File: src/cpuPkg.sv
`default_nettype none

package cpuPkg;

    localparam int addrBits = 32;
    localparam int dataBits = 32;

    typedef logic [addrBits-1:0] addrT;
    typedef logic [dataBits-1:0] dataT;

    // access length in bytes, only 1, 2 or 4 are legal
    typedef logic [2:0] accLenT;

    typedef enum logic {
        load  = 1'b0,
        store = 1'b1
    } lsKindT;

    localparam logic [6:0] opJal = 7'b1101111;

    typedef struct packed {
        logic       imm20;
        logic [9:0] imm10to1;
        logic       imm11;
        logic [7:0] imm19to12;
        logic [4:0] rd;
        logic [6:0] opcode;
    } jTypeT;

    // same word, read raw or as J-type fields
    typedef union packed {
        logic [31:0] raw;
        jTypeT       jType;
    } instWordT;

endpackage

`default_nettype wire

File: src/memBusPkg.sv
`default_nettype none

package memBusPkg;

    typedef logic [7:0] byteT;

    typedef enum logic {
        read  = 1'b0,
        write = 1'b1
    } rwT;

    // who holds the ram port
    typedef enum logic [1:0] {
        none  = 2'b00,
        data  = 2'b01,
        fetch = 2'b10
    } ownerT;

endpackage

`default_nettype wire

File: src/memCtrl.sv
`timescale 1ns/1ps
`default_nettype none

module memCtrl (
    input  wire                      clk,
    input  wire                      rst,
    input  wire                      rdy,
    input  wire                      ioBufferFull,

    // data requester
    input  wire                      dataEn,
    input  wire  cpuPkg::lsKindT     dataKind,
    input  wire  cpuPkg::accLenT     dataLen,
    input  wire  cpuPkg::addrT       dataAddr,
    input  wire  cpuPkg::dataT       dataWdata,
    output logic                     dataDone,
    output cpuPkg::dataT             dataRdata,

    // instruction fetch
    input  wire                      fetchEn,
    input  wire  cpuPkg::addrT       fetchAddr,
    output logic                     fetchDone,
    output cpuPkg::instWordT         fetchWord,

    // ram port
    input  wire  memBusPkg::byteT    memRdata,
    output memBusPkg::rwT            memRw,
    output cpuPkg::addrT             memAddr,
    output memBusPkg::byteT          memWdata,

    output memBusPkg::ownerT         busyOwner
);

    memBusPkg::ownerT owner;
    memBusPkg::ownerT curOwner;
    logic [2:0]       idx;
    logic [2:0]       rdIdx;
    logic             stall;
    logic             curEn;
    logic             isWrite;
    logic             doneNow;
    cpuPkg::addrT     reqAddr;
    cpuPkg::accLenT   reqLen;
    cpuPkg::accLenT   doneIdx;
    cpuPkg::dataT     shiftReg;
    logic [4:0]       dropBits;

    assign stall = ioBufferFull || !rdy;

    // data wins over fetch, but only when idle
    always_comb begin
        if (owner != memBusPkg::none) begin
            curOwner = owner;
        end else if (dataEn) begin
            curOwner = memBusPkg::data;
        end else if (fetchEn) begin
            curOwner = memBusPkg::fetch;
        end else begin
            curOwner = memBusPkg::none;
        end
    end

    always_comb begin
        curEn   = 1'b0;
        reqAddr = fetchAddr;
        reqLen  = 3'd4;
        isWrite = 1'b0;
        case (curOwner)
            memBusPkg::data: begin
                curEn   = dataEn;
                reqAddr = dataAddr;
                reqLen  = dataLen;
                isWrite = (dataKind == cpuPkg::store);
            end
            memBusPkg::fetch: begin
                curEn = fetchEn;
            end
            default: begin
                curEn = 1'b0;
            end
        endcase
    end

    // reads need one extra cycle for the ram latency
    assign doneIdx = isWrite ? reqLen : reqLen + 3'd1;
    assign doneNow = !stall && curEn && (idx == doneIdx);

    // on a stall, point back at the byte still in flight so that
    // memRdata is valid again in the first cycle after the stall
    assign rdIdx = (stall && idx != 3'd0) ? idx - 3'd1 : idx;

    assign memAddr  = reqAddr + cpuPkg::addrT'(rdIdx);
    assign memWdata = dataWdata[{idx[1:0], 3'b000} +: 8];
    assign memRw    = (!stall && curEn && isWrite && idx < reqLen) ?
                      memBusPkg::write : memBusPkg::read;

    assign dataDone  = doneNow && (curOwner == memBusPkg::data);
    assign fetchDone = doneNow && (curOwner == memBusPkg::fetch);
    assign busyOwner = owner;

    always_ff @(posedge clk) begin
        if (rst) begin
            owner <= memBusPkg::none;
            idx   <= '0;
        end else if (!stall) begin
            if (!curEn || doneNow) begin
                // done or aborted, back to idle
                owner <= memBusPkg::none;
                idx   <= '0;
            end else begin
                owner <= curOwner;
                idx   <= idx + 3'd1;
            end
        end
    end

    // bytes enter at the top, so byte 0 ends up lowest
    always_ff @(posedge clk) begin
        if (!stall && curEn && !isWrite && idx != 3'd0 && idx <= reqLen) begin
            shiftReg <= {memRdata, shiftReg[31:8]};
        end
    end

    always_comb begin
        case (dataLen)
            3'd1:    dropBits = 5'd24;
            3'd2:    dropBits = 5'd16;
            default: dropBits = 5'd0;
        endcase
    end

    // shifting down also zero-extends
    assign dataRdata     = shiftReg >> dropBits;
    assign fetchWord.raw = shiftReg;

    assert property (@(posedge clk) disable iff (rst)
        !(dataDone && fetchDone));

    // owner only leaves through done or abort
    assert property (@(posedge clk) disable iff (rst)
        (owner != memBusPkg::none && curEn && !doneNow) |=> owner == $past(owner));

    assert property (@(posedge clk) disable iff (rst)
        dataEn |-> dataLen inside {3'd1, 3'd2, 3'd4});

endmodule

`default_nettype wire

File: config.mk
export PLATFORM = sky130hd
export DESIGN_NAME = memCtrl
export DESIGN_NICKNAME = d
export VERILOG_FILES = /design/src/cpuPkg.sv /design/src/memBusPkg.sv /design/src/memCtrl.sv
export SDC_FILE = /design/constraint.sdc
export NUM_CORES = 1
export LEC_CHECK = 0
export ABC_AREA = 1
export BUFFER_PORTS_ARGS = -buffer_cell sky130_fd_sc_hd__buf_2
export CORE_UTILIZATION = 48
export DETAILED_ROUTE_END_ITERATION = 12
export PLACE_DENSITY = 0.88
export SETUP_SLACK_MARGIN = 0.2
export SYNTH_ARGS = -nofsm -noshare
export SYNTH_HDL_FRONTEND = slang
export SYNTH_SLANG_ARGS = --single-unit
File: constraint.sdc
create_clock -name clk -period 8.9 [get_ports clk]
set_input_delay 0.89 -clock clk [delete_from_list [all_inputs] [get_ports clk]]
set_output_delay 0.89 -clock clk [all_outputs]
set_load 0.005 [all_outputs]
==> results.md <==
* Htree depth at 2
* Worst skew pair latency at 0.28 ns
* Cell taking the most area after synthesis: edfxtp_1
* Number of setup buffers added after CTS at 0
* # rows at 31
* Worst path required time at 8.01 ns
* Setup CP Type: flip-flop to output port
* Core region area at ~0.0073 mm2
* Num ports at approximately 220
* Via count at 4383
* Share of cells above drive strength 1 at 34.7%
* Filler cells at 690
* GRT Resource Usage Total at 27.9%
* Nets at 894
* RSZ-0062 raised after global routing: false
* Area growth syn-to-layout at 33.8%
* Crit-path slowest cell: dfxtp_1
* Initial core utilization at 49.9%
* DR vias/cell at 5.03
* Synth Area in Simple Gates at 35.8%
* Post-synth top cells: 154 x nand2_1, 81 x inv_1, 74 x nor2_1
* Post-route ant nets at 0
* Crit-path max FO at 23
* Area of the mapped netlist at ~0.0036 mm2
* Adder-Cell Fraction of Synth Area at 3.32%
* Worst slack, placed at 4.64 ns
* Status: complete, no violations
* Synth top area share at roughly a quarter
* Met3 WL at around 760 um
* Final setup fails at 0
* Worst Setup End Kind: output port
* Chip Width at 88.8 um
* 1st-iter DRT viols at about 210
* Setup TNS Final at 0 ns
* Achievable frequency at 216 MHz
* Post-layout min period at 4.62 ns
* Crit path setup slack, layout at 4.28 ns
* Post-synthesis net count at 679
* Finished Core Util at 66.7%
* Worst path bufs/invs at 4
* Least-Margin Pin Slew at 0.790 ns
* Finished Layout Cells at 871
* Relative slew slack at between 40% and 50%
* Final Instance Area at 0.00484 mm2
* Pre-Repair DR Iteration Count at 5
* Most frequent CP cell: nand2_1
* Gpl congestion at 0.924
* CTS tree: built
* Pwr Density at 101 mW/mm2
* Ant diodes at 0
* Clk sinks at 37
* Clock transition at the registers of the reported paths at 0.07 ns
* Multiplexer area fraction after synthesis at 0%
* WP data arrival at approximately 3.7 ns
* DRC viols at 0
* WL/cell at 13.1 um
* Sequential element share of the synthesized area at ~30%
* Max Clock Skew at 0.00163 ns
* Clock buffer depth at 2
* Hold Path Class: flip-flop to flip-flop
* WL met1 at around 4.6 mm
* Number of global-route vias before repair at 3846
* # hold bufs at CTS at 0
* Port bufs at 222
* Dominant cells by area after synthesis: edfxtp_1 27%, nand2_1 16%, inv_1 8.4%, nor2_1 7.7%, o21ai_0 5.8%
* CP Launch Type: flip-flop
* Routed WL at 11.4 mm
* Slowest cell delay on critical path at 0.70 ns
* WL met2 at 5.81 mm
* Placed instance area at 0.00476 mm2
* Synth cell types at 37
* Fin. Hold Viols at 0
* GR Overflow Total at 0
* Main flop type after synthesis: edfxtp_1
* Die footprint at 0.00788 mm2
* Initial antenna violation count at 0
* Fin. max-slew vios at 0
* Static leakage at 2.55 nW
* Peak VDD IR at 0.0929 mV
* Clock Root Buffer: clkbuf_8
* CTS resizes at 0
* Most numerous cell in the Yosys netlist: nand2_1
* Die H at roughly 90 um
* Xor and xnor area share after synthesis at 5.33%
* EDFF count, synth at 32
* Maxcap violations at 0
* #FFs+latches synth at 37
* Synth Warn # at 0
* Syn_area_per_cell at approximately 6.5 um2
* Largest family of logic cells by synthesized area: simple AND/OR/NAND/NOR gates
* First-pass GRT wire length at about 17 mm
* Synth Area in Compound Gates at 14.0%
* Async S/R FF share, synth at 0%
* Top delay family on crit path: adder cells
* Largest net degree at the start of global routing at 42
* Hpwl dp at 9.38 mm
* Placed Cells incl. Taps at 863
* Crit-path cells: inv_1, ha_1, nand2_1, nand2_1, xor2_1, ha_1, fa_1, a21oi_1, inv_1, nand2_1, nor2_2, nand3_2, nor2_4, nand2_1, nand2_1, nand2_1, inv_1, buf_2
* Post-Synthesis Cells at 556
* Cts bufs inserted at 5
* Tcrit/Tclk final at between 50% and 60%
* Top Layer Used: met4
[report_power, final]
group	internal [mW]	switching [mW]	total, mW
Clock	0.0545	0.0558	0.110
Combinational	0.0744	0.109	0.184
Sequential	0.190	0.00366	0.193
Total	0.319	0.169	0.488
[worst paths after layout]
check                                   start       endpoint  slack, ns  depth (start not counted)
worst max register to register         idx[0]  fetchWord[14]       6.37                          6
worst max-delay path                   idx[0]    memAddr[18]       4.28                         18
worst min-delay path            fetchWord[31]  fetchWord[23]       0.48                          0
worst min register to register  fetchWord[31]  fetchWord[23]       0.48                          0
[final cells by class]
cell class	count	area, um2	share of cell area, %
Timing Repair Buffer	224	1130	23.3
Multi-Input combinational cell	415	2120	43.8
Inverter	88	330	6.83
Clock buffer	7	76.3	1.58
Clock inverter	1	3.75	0.0776
Sequential cell	37	1060	21.9
Tap cell	99	124	2.56
[kinds of logic after synthesis]
| kind of cell | after synthesis |
|---|---|
| xor+xnor | 22 |
| buf+inv | 104 |
| compound gates | 87 |
| flops | 37 |
| fa+ha+maj | 9 |
| simple gates | 297 |
[cell usage in the layout (no fill, tap or decap), drive strengths merged]
master  synthesis  routed
clkbuf          7       7
nand4          10      10
o21ai          63      63
inv            87      87
and2            2       2
or2             1       1
a31oi           4       4
xor2           19      19
edfxtp         32      32
o22ai           8       8
dfxtp           5       5
buf             9     224
o211ai          2       2
xnor2           3       3
a211oi          1       1
nor3           12      12
nand3          30      30
ha              8       8
fa              1       1
nor2           84      84
nand3b          2       2
nand2         156     156
a21oi           9       9
clkinv          1       2
[per-layer routing]
layer,track usage [%],vias to the layer above
met5,0,-
met4,9.24,0
met3,3.64,23
met2,52.4,210
met1,32.4,1937
li1,-,2213
[sequential cells by signal, summed over array words and instances (netlist names)]
| signal | cells |
|---|---|
| fetchWord | 32 |
| idx | 3 |
| busyOwner | 2 |
[through the flow]
step | total power, mW | hold slack, ns
2_1_floorplan | 0.306 | 0.470
3_3_place_gp | 0.376 | 0.450
3_5_place_dp | 0.380 | 0.458
4_1_cts | 0.488 | 0.474
5_1_grt | 0.520 | 0.479
6_report | 0.488 | 0.477
Power figures use the tool's default switching activity.
