--- src/cpuPkg.sv ---
`default_nettype none

package cpuPkg;

    localparam int addrBits = 32;
    localparam int dataBits = 32;

    typedef logic [addrBits-1:0] addrT;
    typedef logic [dataBits-1:0] dataT;

    // access length in bytes, only 1, 2 or 4 are legal
    typedef logic [2:0] accLenT;

    typedef enum logic {
        load  = 1'b0,
        store = 1'b1
    } lsKindT;

    localparam logic [6:0] opJal = 7'b1101111;

    typedef struct packed {
        logic       imm20;
        logic [9:0] imm10to1;
        logic       imm11;
        logic [7:0] imm19to12;
        logic [4:0] rd;
        logic [6:0] opcode;
    } jTypeT;

    // same word, read raw or as J-type fields
    typedef union packed {
        logic [31:0] raw;
        jTypeT       jType;
    } instWordT;

endpackage

`default_nettype wire

--- src/instFetch.sv ---
`timescale 1ns/1ps
`default_nettype none

module instFetch #(
    parameter cpuPkg::addrT resetPc = 32'h0
) (
    input  wire                      clk,
    input  wire                      rst,

    // memCtrl side
    input  wire                      fetchDone,
    input  wire  cpuPkg::instWordT   fetchWord,
    output logic                     fetchEn,
    output cpuPkg::addrT             fetchAddr,

    // consumer side
    input  wire                      instReady,
    output logic                     instValid,
    output cpuPkg::instWordT         instWord,
    output cpuPkg::addrT             instPc
);

    cpuPkg::addrT pc;
    cpuPkg::addrT jImm;
    cpuPkg::addrT nextPc;

    // J immediate, sign-extended, bit 0 always zero
    assign jImm = {{11{fetchWord.jType.imm20}},
                   fetchWord.jType.imm20,
                   fetchWord.jType.imm19to12,
                   fetchWord.jType.imm11,
                   fetchWord.jType.imm10to1,
                   1'b0};

    assign nextPc = (fetchWord.jType.opcode == cpuPkg::opJal) ? pc + jImm : pc + 32'd4;

    assign fetchAddr = pc;

    always_ff @(posedge clk) begin
        if (rst) begin
            pc        <= resetPc;
            fetchEn   <= 1'b0;
            instValid <= 1'b0;
        end else if (fetchDone) begin
            fetchEn   <= 1'b0;
            instValid <= 1'b1;
            pc        <= nextPc;
        end else if (instValid) begin
            // hold the word, no fetch until it is taken
            if (instReady) begin
                instValid <= 1'b0;
                fetchEn   <= 1'b1;
            end
        end else begin
            fetchEn <= 1'b1;
        end
    end

    always_ff @(posedge clk) begin
        if (fetchDone) begin
            instWord <= fetchWord;
            instPc   <= pc;
        end
    end

    assert property (@(posedge clk) disable iff (rst)
        fetchEn |-> fetchAddr[1:0] == 2'b00);

endmodule

`default_nettype wire

--- config.mk ---
export PLATFORM = sky130hd
export DESIGN_NAME = instFetch
export DESIGN_NICKNAME = d
export VERILOG_FILES = /design/src/cpuPkg.sv /design/src/instFetch.sv
export SDC_FILE = /design/constraint.sdc
export NUM_CORES = 1
export LEC_CHECK = 0
export ABC_CLOCK_PERIOD_IN_PS = 2700
export BUFFER_PORTS_ARGS = -buffer_cell sky130_fd_sc_hd__buf_2
export CAP_MARGIN = 20
export CELL_PAD_IN_SITES_DETAIL_PLACEMENT = 1
export CELL_PAD_IN_SITES_GLOBAL_PLACEMENT = 1
export CORE_MARGIN = 4
export CORE_UTILIZATION = 25
export DETAILED_ROUTE_END_ITERATION = 10
export MAX_ROUTING_LAYER = met4
export PLACE_DENSITY_LB_ADDON = 0.1
export SLEW_MARGIN = 20
export SYNTH_ARGS = -nofsm -noshare
export SYNTH_HDL_FRONTEND = slang
export SYNTH_SLANG_ARGS = --single-unit
--- constraint.sdc ---
create_clock -name clk -period 2.7 [get_ports clk]
set_input_delay 0.27 -clock clk [delete_from_list [all_inputs] [get_ports clk]]
set_output_delay 0.27 -clock clk [all_outputs]
set_load 0.01 [all_outputs]
==> out/qor.yml, run 1 <==
worst_setup_path:
  cp.arrival_ps: 2850
  cp-end-kind: "register"
  path_buf_inv: 1
  start_kind: "register"
  cpPeakStageDelay_ps: 340
  worst_path_max_delay_cell: "fa_2"
  crit_top_cell: "o21ba_2"
  path_max_fanout: 3
  crit_family: "compound AO/OA/AOI/OAI gates"
  worstSetupPathType: "reg2reg"
  path_cells: "ha_2 > inv_1 > fa_2 > nor2b_2 > o31a_1 > o31ai_2 > a31o_2 > o21ba_2 > o21ba_2 > o21ai_2 > xnor2_2 > a21oi_1"
  cp.required_ps: 2940
logic_synthesis:
  synth_top_area_share_pct: 35.8
  async_flop_share_pct: 0
  synth_edf_count: 63
  synthCells: 540
  yosysTopAreaCell: "edfxtp_1"
  avgSynthCellArea_sq_um: 9.80
  ys_warn_count: 0
  synth-seq-cells: 96
  synthDistinctLibCells: 63
  synthFlopType: "edfxtp_1"
  ys_seq_area_share_pct: 48.2
  yosys-top-cells-area: "edfxtp_1 36%, dfxtp_1 12%, ha_1 7.3%, a21oi_1 4.9%, nand2_1 4.4%"
  syn_area_sq_um: 5290
place:
  dpl.hpwl_um: 13100
  gp_congestion: 0.839
  pre_cts_slack_ps: -92.3
  portBuffers: 131
die:
  die_h_um: 153
  fp.coreArea_sq_um: 20500
  die_w_um: 153
  ios: 134
  die_area_sq_um: 23600
  initial_utilization_pct: 25.8
  rows: 52
drt:
  drcViolationCount: 0
  via_count: 4832
  drt-met1-wl_um: 8250
  top_layer_used: "met4"
  wl_met3_um: 727
  wl_met2_um: 8140
  drt_iter0_drc: 212
  ant_nets: 0
  routed_via_density: 4.88
  totalWireLength_um: 17300
  drt_pass1_iterations: 4
  wl_per_cell_um: 17.5
power_and_ir_drop:
  power_w: 0.00321
  power_density_nw_per_um2: 462
  ir_worst_vdd_uv: 292
  p_leak_nw: 2.97
timing:
  final_hold_viol_count: 0
  fin_ws_ps: 90.7
  finalClockSkew_ps: 11.2
  finalCritPeriodShare_pct: 96.6
  tightest_slew_ps: 711
  min_period_ps: 2610
  max_freq_mhz: 383
  setup-tns-final_ps: 0
  slew_headroom_pct: 52.6
  slew_viol_final: 0
  rsz0062_at_grt: "yes"
  setup_violations: 0
clock_tree:
  cts_max_level: 3
  numCtsBuffers: 9
  cts.path.max_buffers: 2
  cts_hold_buffers: 0
  cts_tree: "yes"
  cts_root_buf: "clkbuf_16"
  clock_sinks: 96
  path_clk_slew_ps: 70
  clk_latency_ps: 350
global_route:
  grt_first_pass_wirelength_um: 27500
  grt_max_degree: 60
  globalRouteTotalUtil_pct: 14.9
  first_global_vias: 4980
  antenna_found_initial: 0
  grt_overflow: 0
flow_run:
  max_cap_violations: 0
finish:
  final_core_util_pct: 33.9
  area_growth_pct: 31.2
  layout.nets: 784
  diodes: 0
  layout-drive-gt1-share_pct: 32.0
run_status:
  status: "completed"
min_path:
  min-delay-path-class: "in2reg"
synth_stat cells (2+ instances only):
| master | instances |
|---|---|
| clkbuf_1 | 22 |
| inv_1 | 14 |
| a221oi_1 | 4 |
| a31o_2 | 3 |
| o21ba_2 | 2 |
| nand4_1 | 8 |
| nor3_1 | 11 |
| a41oi_1 | 2 |
| edfxtp_1 | 63 |
| o21ai_0 | 42 |
| o22ai_1 | 5 |
| o21a_1 | 6 |
| o21ai_1 | 4 |
| a211oi_1 | 13 |
| nor2b_1 | 3 |
| ha_1 | 31 |
| xnor2_1 | 17 |
| a31oi_1 | 6 |
| a2111oi_0 | 2 |
| o21bai_1 | 4 |
| dfxtp_1 | 33 |
| and3_1 | 11 |
| nand3_1 | 21 |
| a21oi_2 | 2 |
| xor2_1 | 5 |
| o31ai_1 | 2 |
| nor3b_1 | 2 |
| buf_4 | 2 |
| nand2b_1 | 8 |
| a21o_1 | 11 |
| nor4_1 | 2 |
| nand2_1 | 62 |
| a21oi_1 | 52 |
| nor2_1 | 35 |
| and2_1 | 2 |
power by group:
group	internal, W	switching, W	leakage [nW]
logic	0.000141	0.000223	1.95
clock network	0.000624	0.000573	0.118
registers	0.00163	0.0000158	0.900
total	0.00239	0.000812	2.97
layout by cell type (no fill, tap or decap), types with 14 or more instances in the layout:
cell      count
a21oi_1      51
buf_2       130
buf_4        59
dfxtp_1      32
edfxtp_1     63
ha_1         30
inv_1        14
nand2_1      62
nand3_1      21
nor2_1       35
o21ai_0      40
xnor2_1      15
cell families after synthesis:
logic type | Yosys count | share of synthesized area [%]
simple gates | 169 | 14.8
other cells | 1 | 0.0709
flops | 96 | 48.2
fa+ha+maj | 32 | 7.71
compound gates | 179 | 22.2
mux | 2 | 0.402
buf+inv | 39 | 2.91
xor+xnor | 22 | 3.64
worst register-to-register path: stages (launching register included):
cell,delay [ps]
dfxtp_2,330
ha_2,180
inv_1,50
fa_2,350
nor2b_2,140
o31a_1,190
o31ai_2,90
a31o_2,240
o21ba_2,250
o21ba_2,260
o21ai_2,180
xnor2_2,150
a21oi_1,80
per-stage QoR:
| stage | area (sq um) | hold WS [ps] | std cells |
|---|---|---|---|
| 2_1_floorplan | 5300 | 369 | 541 |
| 3_3_place_gp | 6610 | 447 | 973 |
| 3_5_place_dp | 6610 | 448 | 973 |
| 4_1_cts | 6900 | 70.4 | 989 |
| 5_1_grt | 6940 | 71.5 | 991 |
| 6_report | 6940 | 85.8 | 991 |
state kept, by name, indices dropped and copies added, names as in the netlist:
signal	count
fetchAddr	31
fetchEn	1
instPc	31
instValid	1
instWord	32
final cells by class:
class / instances / area (sq um)
fill: 2412 / 13600
clock buffer: 11 / 233
sequential: 96 / 2550
multi-input combinational: 406 / 2640
clock inverter: 5 / 35.0
inverter: 14 / 52.6
tap: 270 / 338
timing repair buffer: 189 / 1090
worst paths after layout:
| kind | start | to | slack, ps | cells after the start |
|---|---|---|---|---|
| worst max-delay path | fetchAddr[1]$_SDFFE_PP0P_ | fetchAddr[29]$_SDFFE_PP0P_ | 90 | 12 |
| worst min-delay path | fetchWord[8] | instWord[8]$_DFFE_PP_ | 90 | 1 |
| worst max register to register | fetchAddr[1]$_SDFFE_PP0P_ | fetchAddr[29]$_SDFFE_PP0P_ | 90 | 12 |
| worst min register to register | fetchAddr[31]$_SDFFE_PP0P_ | fetchAddr[31]$_SDFFE_PP0P_ | 520 | 2 |
layer usage:
layer	vias to the layer above	track usage (%)
li1	2368	-
met4	0	3.70
met2	106	23.9
met1	2341	19.5
met3	17	2.80
met5	-	-
timing repair:
item,in CTS,in global routing
cloned,0,0
pin swaps,3,5
resized for setup,7,8
setup buffers,0,2
setup endpoints to repair,4,13
hold endpoints to repair,0,0
Power figures use the tool's default switching activity.
==> run 2: changes to the inputs <==
Settings changed: CORE_ASPECT_RATIO set to 1.2.
==> run 2 against run 1 <==
Flip-flop and latch count unchanged. Largest power group unchanged. Utilization decreased by 0.19 points. Sequential power about the same. Final area increased by 1.4%. Highest routed layer unchanged. Via count decreased by 0.39%. Count of clock-buffer cells in the layout unchanged. Routed wire length increased by 2.8%. Register-to-register slack improved by 20 ps. Combinational power about the same.
==> out/qor.yml, run 2 (synthesis gave the netlist of run 1 again) <==
run_status:
  status: "completed"
worst_setup_path:
  cp.arrival_ps: 2800  # -50 ps
  crit_family: "compound AO/OA/AOI/OAI gates"
  r2r_slack_ps: 110  # +20 ps
  regToRegStartpoint: "fetchAddr[1]$_SDFFE_PP0P_"
  crit_end: "fetchAddr[31]$_SDFFE_PP0P_"
  cp-end-kind: "register"
  path_max_fanout: 3  # unchanged
  path_buf_inv: 1  # unchanged
  worst_path_max_delay_cell: "fa_2"
  crit_cells: 12  # unchanged
  path_cells: "ha_1 > inv_1 > fa_2 > nor2b_2 > o31a_1 > o31ai_4 > a31o_4 > o21ba_4 > o211a_1 > mux2i_2 > a21o_1 > a21oi_1"
  ff2ff_path_depth: 12  # unchanged
  crit_path_start: "fetchAddr[1]$_SDFFE_PP0P_"
  r2r-end: "fetchAddr[31]$_SDFFE_PP0P_"
  worstSetupPathType: "reg2reg"
  cpPeakStageDelay_ps: 350  # about the same
  start_kind: "register"
  cp.required_ps: 2910  # -30 ps
finish:
  diodes: 0  # unchanged
  max_flop_register: "instWord"
  layout.nets: 783  # -0.13%
  multi_input_area_sq_um: 2680  # +1.8%
  stdcell_area_sq_um: 7040  # +1.4%
  largest_register_ffs: 32  # unchanged
  layout_common_cells: "130 x buf_2, 63 x edfxtp_1, 62 x nand2_1"
  area_growth_pct: 33.1
  ff_latch_area_sq_um: 2550  # unchanged
  final_common_cell: "buf_2"
  fill_cells: 2461  # +2.0%
  layout-drive-gt1-share_pct: 32.1  # +0.044 points
timing:
  finalCritPeriodShare_pct: 96.0  # -0.65 points
  slew_headroom_pct: 58.3  # +5.7 points
  rsz0062_at_grt: "yes"
  setup_violations: 0  # unchanged
  finalClockSkew_ps: 9.22  # -1.99 ps
  tightest_slew_ps: 625  # -85.6 ps
  final_hold_viol_count: 0  # unchanged
  min_period_ps: 2590  # -17.7 ps
  slew_viol_final: 0  # unchanged
  fin_ws_ps: 108  # +17.7 ps
  hold_slack_ps: 92.2  # +6.34 ps
  max_freq_mhz: 386  # +0.68%
drt:
  totalWireLength_um: 17800  # +2.8%
  drt_pass1_iterations: 5  # +1
  wl_per_cell_um: 18.0  # +2.9%
  drt_iter0_drc: 249  # +17%
  ant_nets: 0  # unchanged
  drcViolationCount: 0  # unchanged
  via_count: 4813  # -0.39%
  routed_via_density: 4.86  # -0.29%
die:
  die_w_um: 141  # -8.3%
  die_h_um: 167  # +9.1%
  fp.coreArea_sq_um: 20900  # +2.0%
  initial_utilization_pct: 25.3  # -0.50 points
  rows: 58  # +12%
  die_area_sq_um: 23600  # about the same
  ios: 134  # unchanged
clock_tree:
  numCtsBuffers: 9  # unchanged
  clk_latency_ps: 350  # about the same
  cts_root_buf: "clkbuf_16"
  cts.path.max_buffers: 2  # unchanged
  clock_sinks: 96  # unchanged
  cts_tree: "yes"
  cts_max_level: 3  # unchanged
  path_clk_slew_ps: 70  # about the same
power_and_ir_drop:
  ir_worst_vdd_uv: 272  # -6.6%
  p_leak_nw: 3.00  # +1.2%
  p_switching_w: 0.000804  # -1.0%
  p_int_w: 0.00258  # +8.0%
  swShare_pct: 23.7  # -1.6 points
  seq_power_share_pct: 48.6  # -2.7 points
  p_comb_share_pct: 10.7  # -0.6 points
  p_clk_share_pct: 40.7  # +3.4 points
  power_density_nw_per_um2: 481  # +4.2%
place:
  dpl.hpwl_um: 13300  # +1.3%
  placed_cell_area_sq_um: 6600  # -0.15%
  pre_cts_slack_ps: -98.9  # -6.62 ps
  gp_congestion: 0.864  # +3.0%
  portBuffers: 131  # unchanged
global_route:
  antenna_found_initial: 0  # unchanged
  globalRouteTotalUtil_pct: 15.3  # +0.44 points
  grt_overflow: 0  # unchanged
  first_global_vias: 5073  # +1.9%
  grt_first_pass_wirelength_um: 28100  # +2.2%
  grt_max_degree: 76  # +27%
flow_run:
  max_cap_violations: 0  # unchanged
min_path:
  min-delay-path-class: "in2reg"
[run 2: cell types whose count changed in the layout (fill, tap and decap cells not counted), sizes merged]
cell	previous run	this run
clkinv	1	3
clkinvlp	4	0
bufinv	0	2
buf	189	188
[run 2: layout make-up]
cell class	instances	share of cell area, %
Multi-Input combinational cell	406	38.1
Sequential cell	96	36.3
Timing Repair Buffer	188	15.6
Tap cell	270	4.80
Clock buffer	11	3.31
Clock inverter	5	1.16
Inverter	14	0.746
[run 2: through the flow]
stage	util, %	cells	TNS [ps]	power (W)
detailed placement	31.6	970	-340	0.00204
global route	33.7	990	-54.1	0.00354
CTS	33.2	987	0	0.00345
global placement	31.6	970	-85.4	0.00203
finish	33.7	990	0	0.00339
floorplan	-	541	0	0.00186
[run 2: power groups by stage]
| stage | sequential (W) | combinational, W | clock [W] |
|---|---|---|---|
| 2_1_floorplan | 0.00172 | 0.000138 | 0 |
| 3_3_place_gp | 0.00168 | 0.000354 | 0 |
| 3_5_place_dp | 0.00168 | 0.000359 | 0 |
| 4_1_cts | 0.00165 | 0.000363 | 0.00144 |
| 5_1_grt | 0.00165 | 0.000397 | 0.00149 |
| 6_report | 0.00165 | 0.000363 | 0.00138 |
[run 2: what timing repair did]
item	in CTS	in global routing
pin swaps	2	5
resized for setup	5	17
endpoints found under the hold margin	0	0
buffers inserted	1	3
endpoints found under the setup margin	3	12
hold buffers	0	0
[run 2: layer usage]
metal  global-route usage, %  part of all wire, %  up-vias
met1                    17.9                   43     2339
li1                        -                    -     2369
met5                       -                    0        -
met4                    4.13                  1.3        0
met3                    2.23                  3.0       17
met2                    27.4                   53       88
[run 2: worst min path at each step]
stage	cells after the start	slack (ps)	endpoint	from
after global placement	1	450	instWord[9]$_DFFE_PP_	fetchWord[9]
final	1	90	instWord[7]$_DFFE_PP_	fetchWord[7]
after CTS	1	80	instWord[7]$_DFFE_PP_	fetchWord[7]
after detailed placement	1	450	instWord[11]$_DFFE_PP_	fetchWord[11]
after global routing	1	80	instWord[11]$_DFFE_PP_	fetchWord[11]
after floorplan	0	370	instWord[0]$_DFFE_PP_	fetchWord[0]
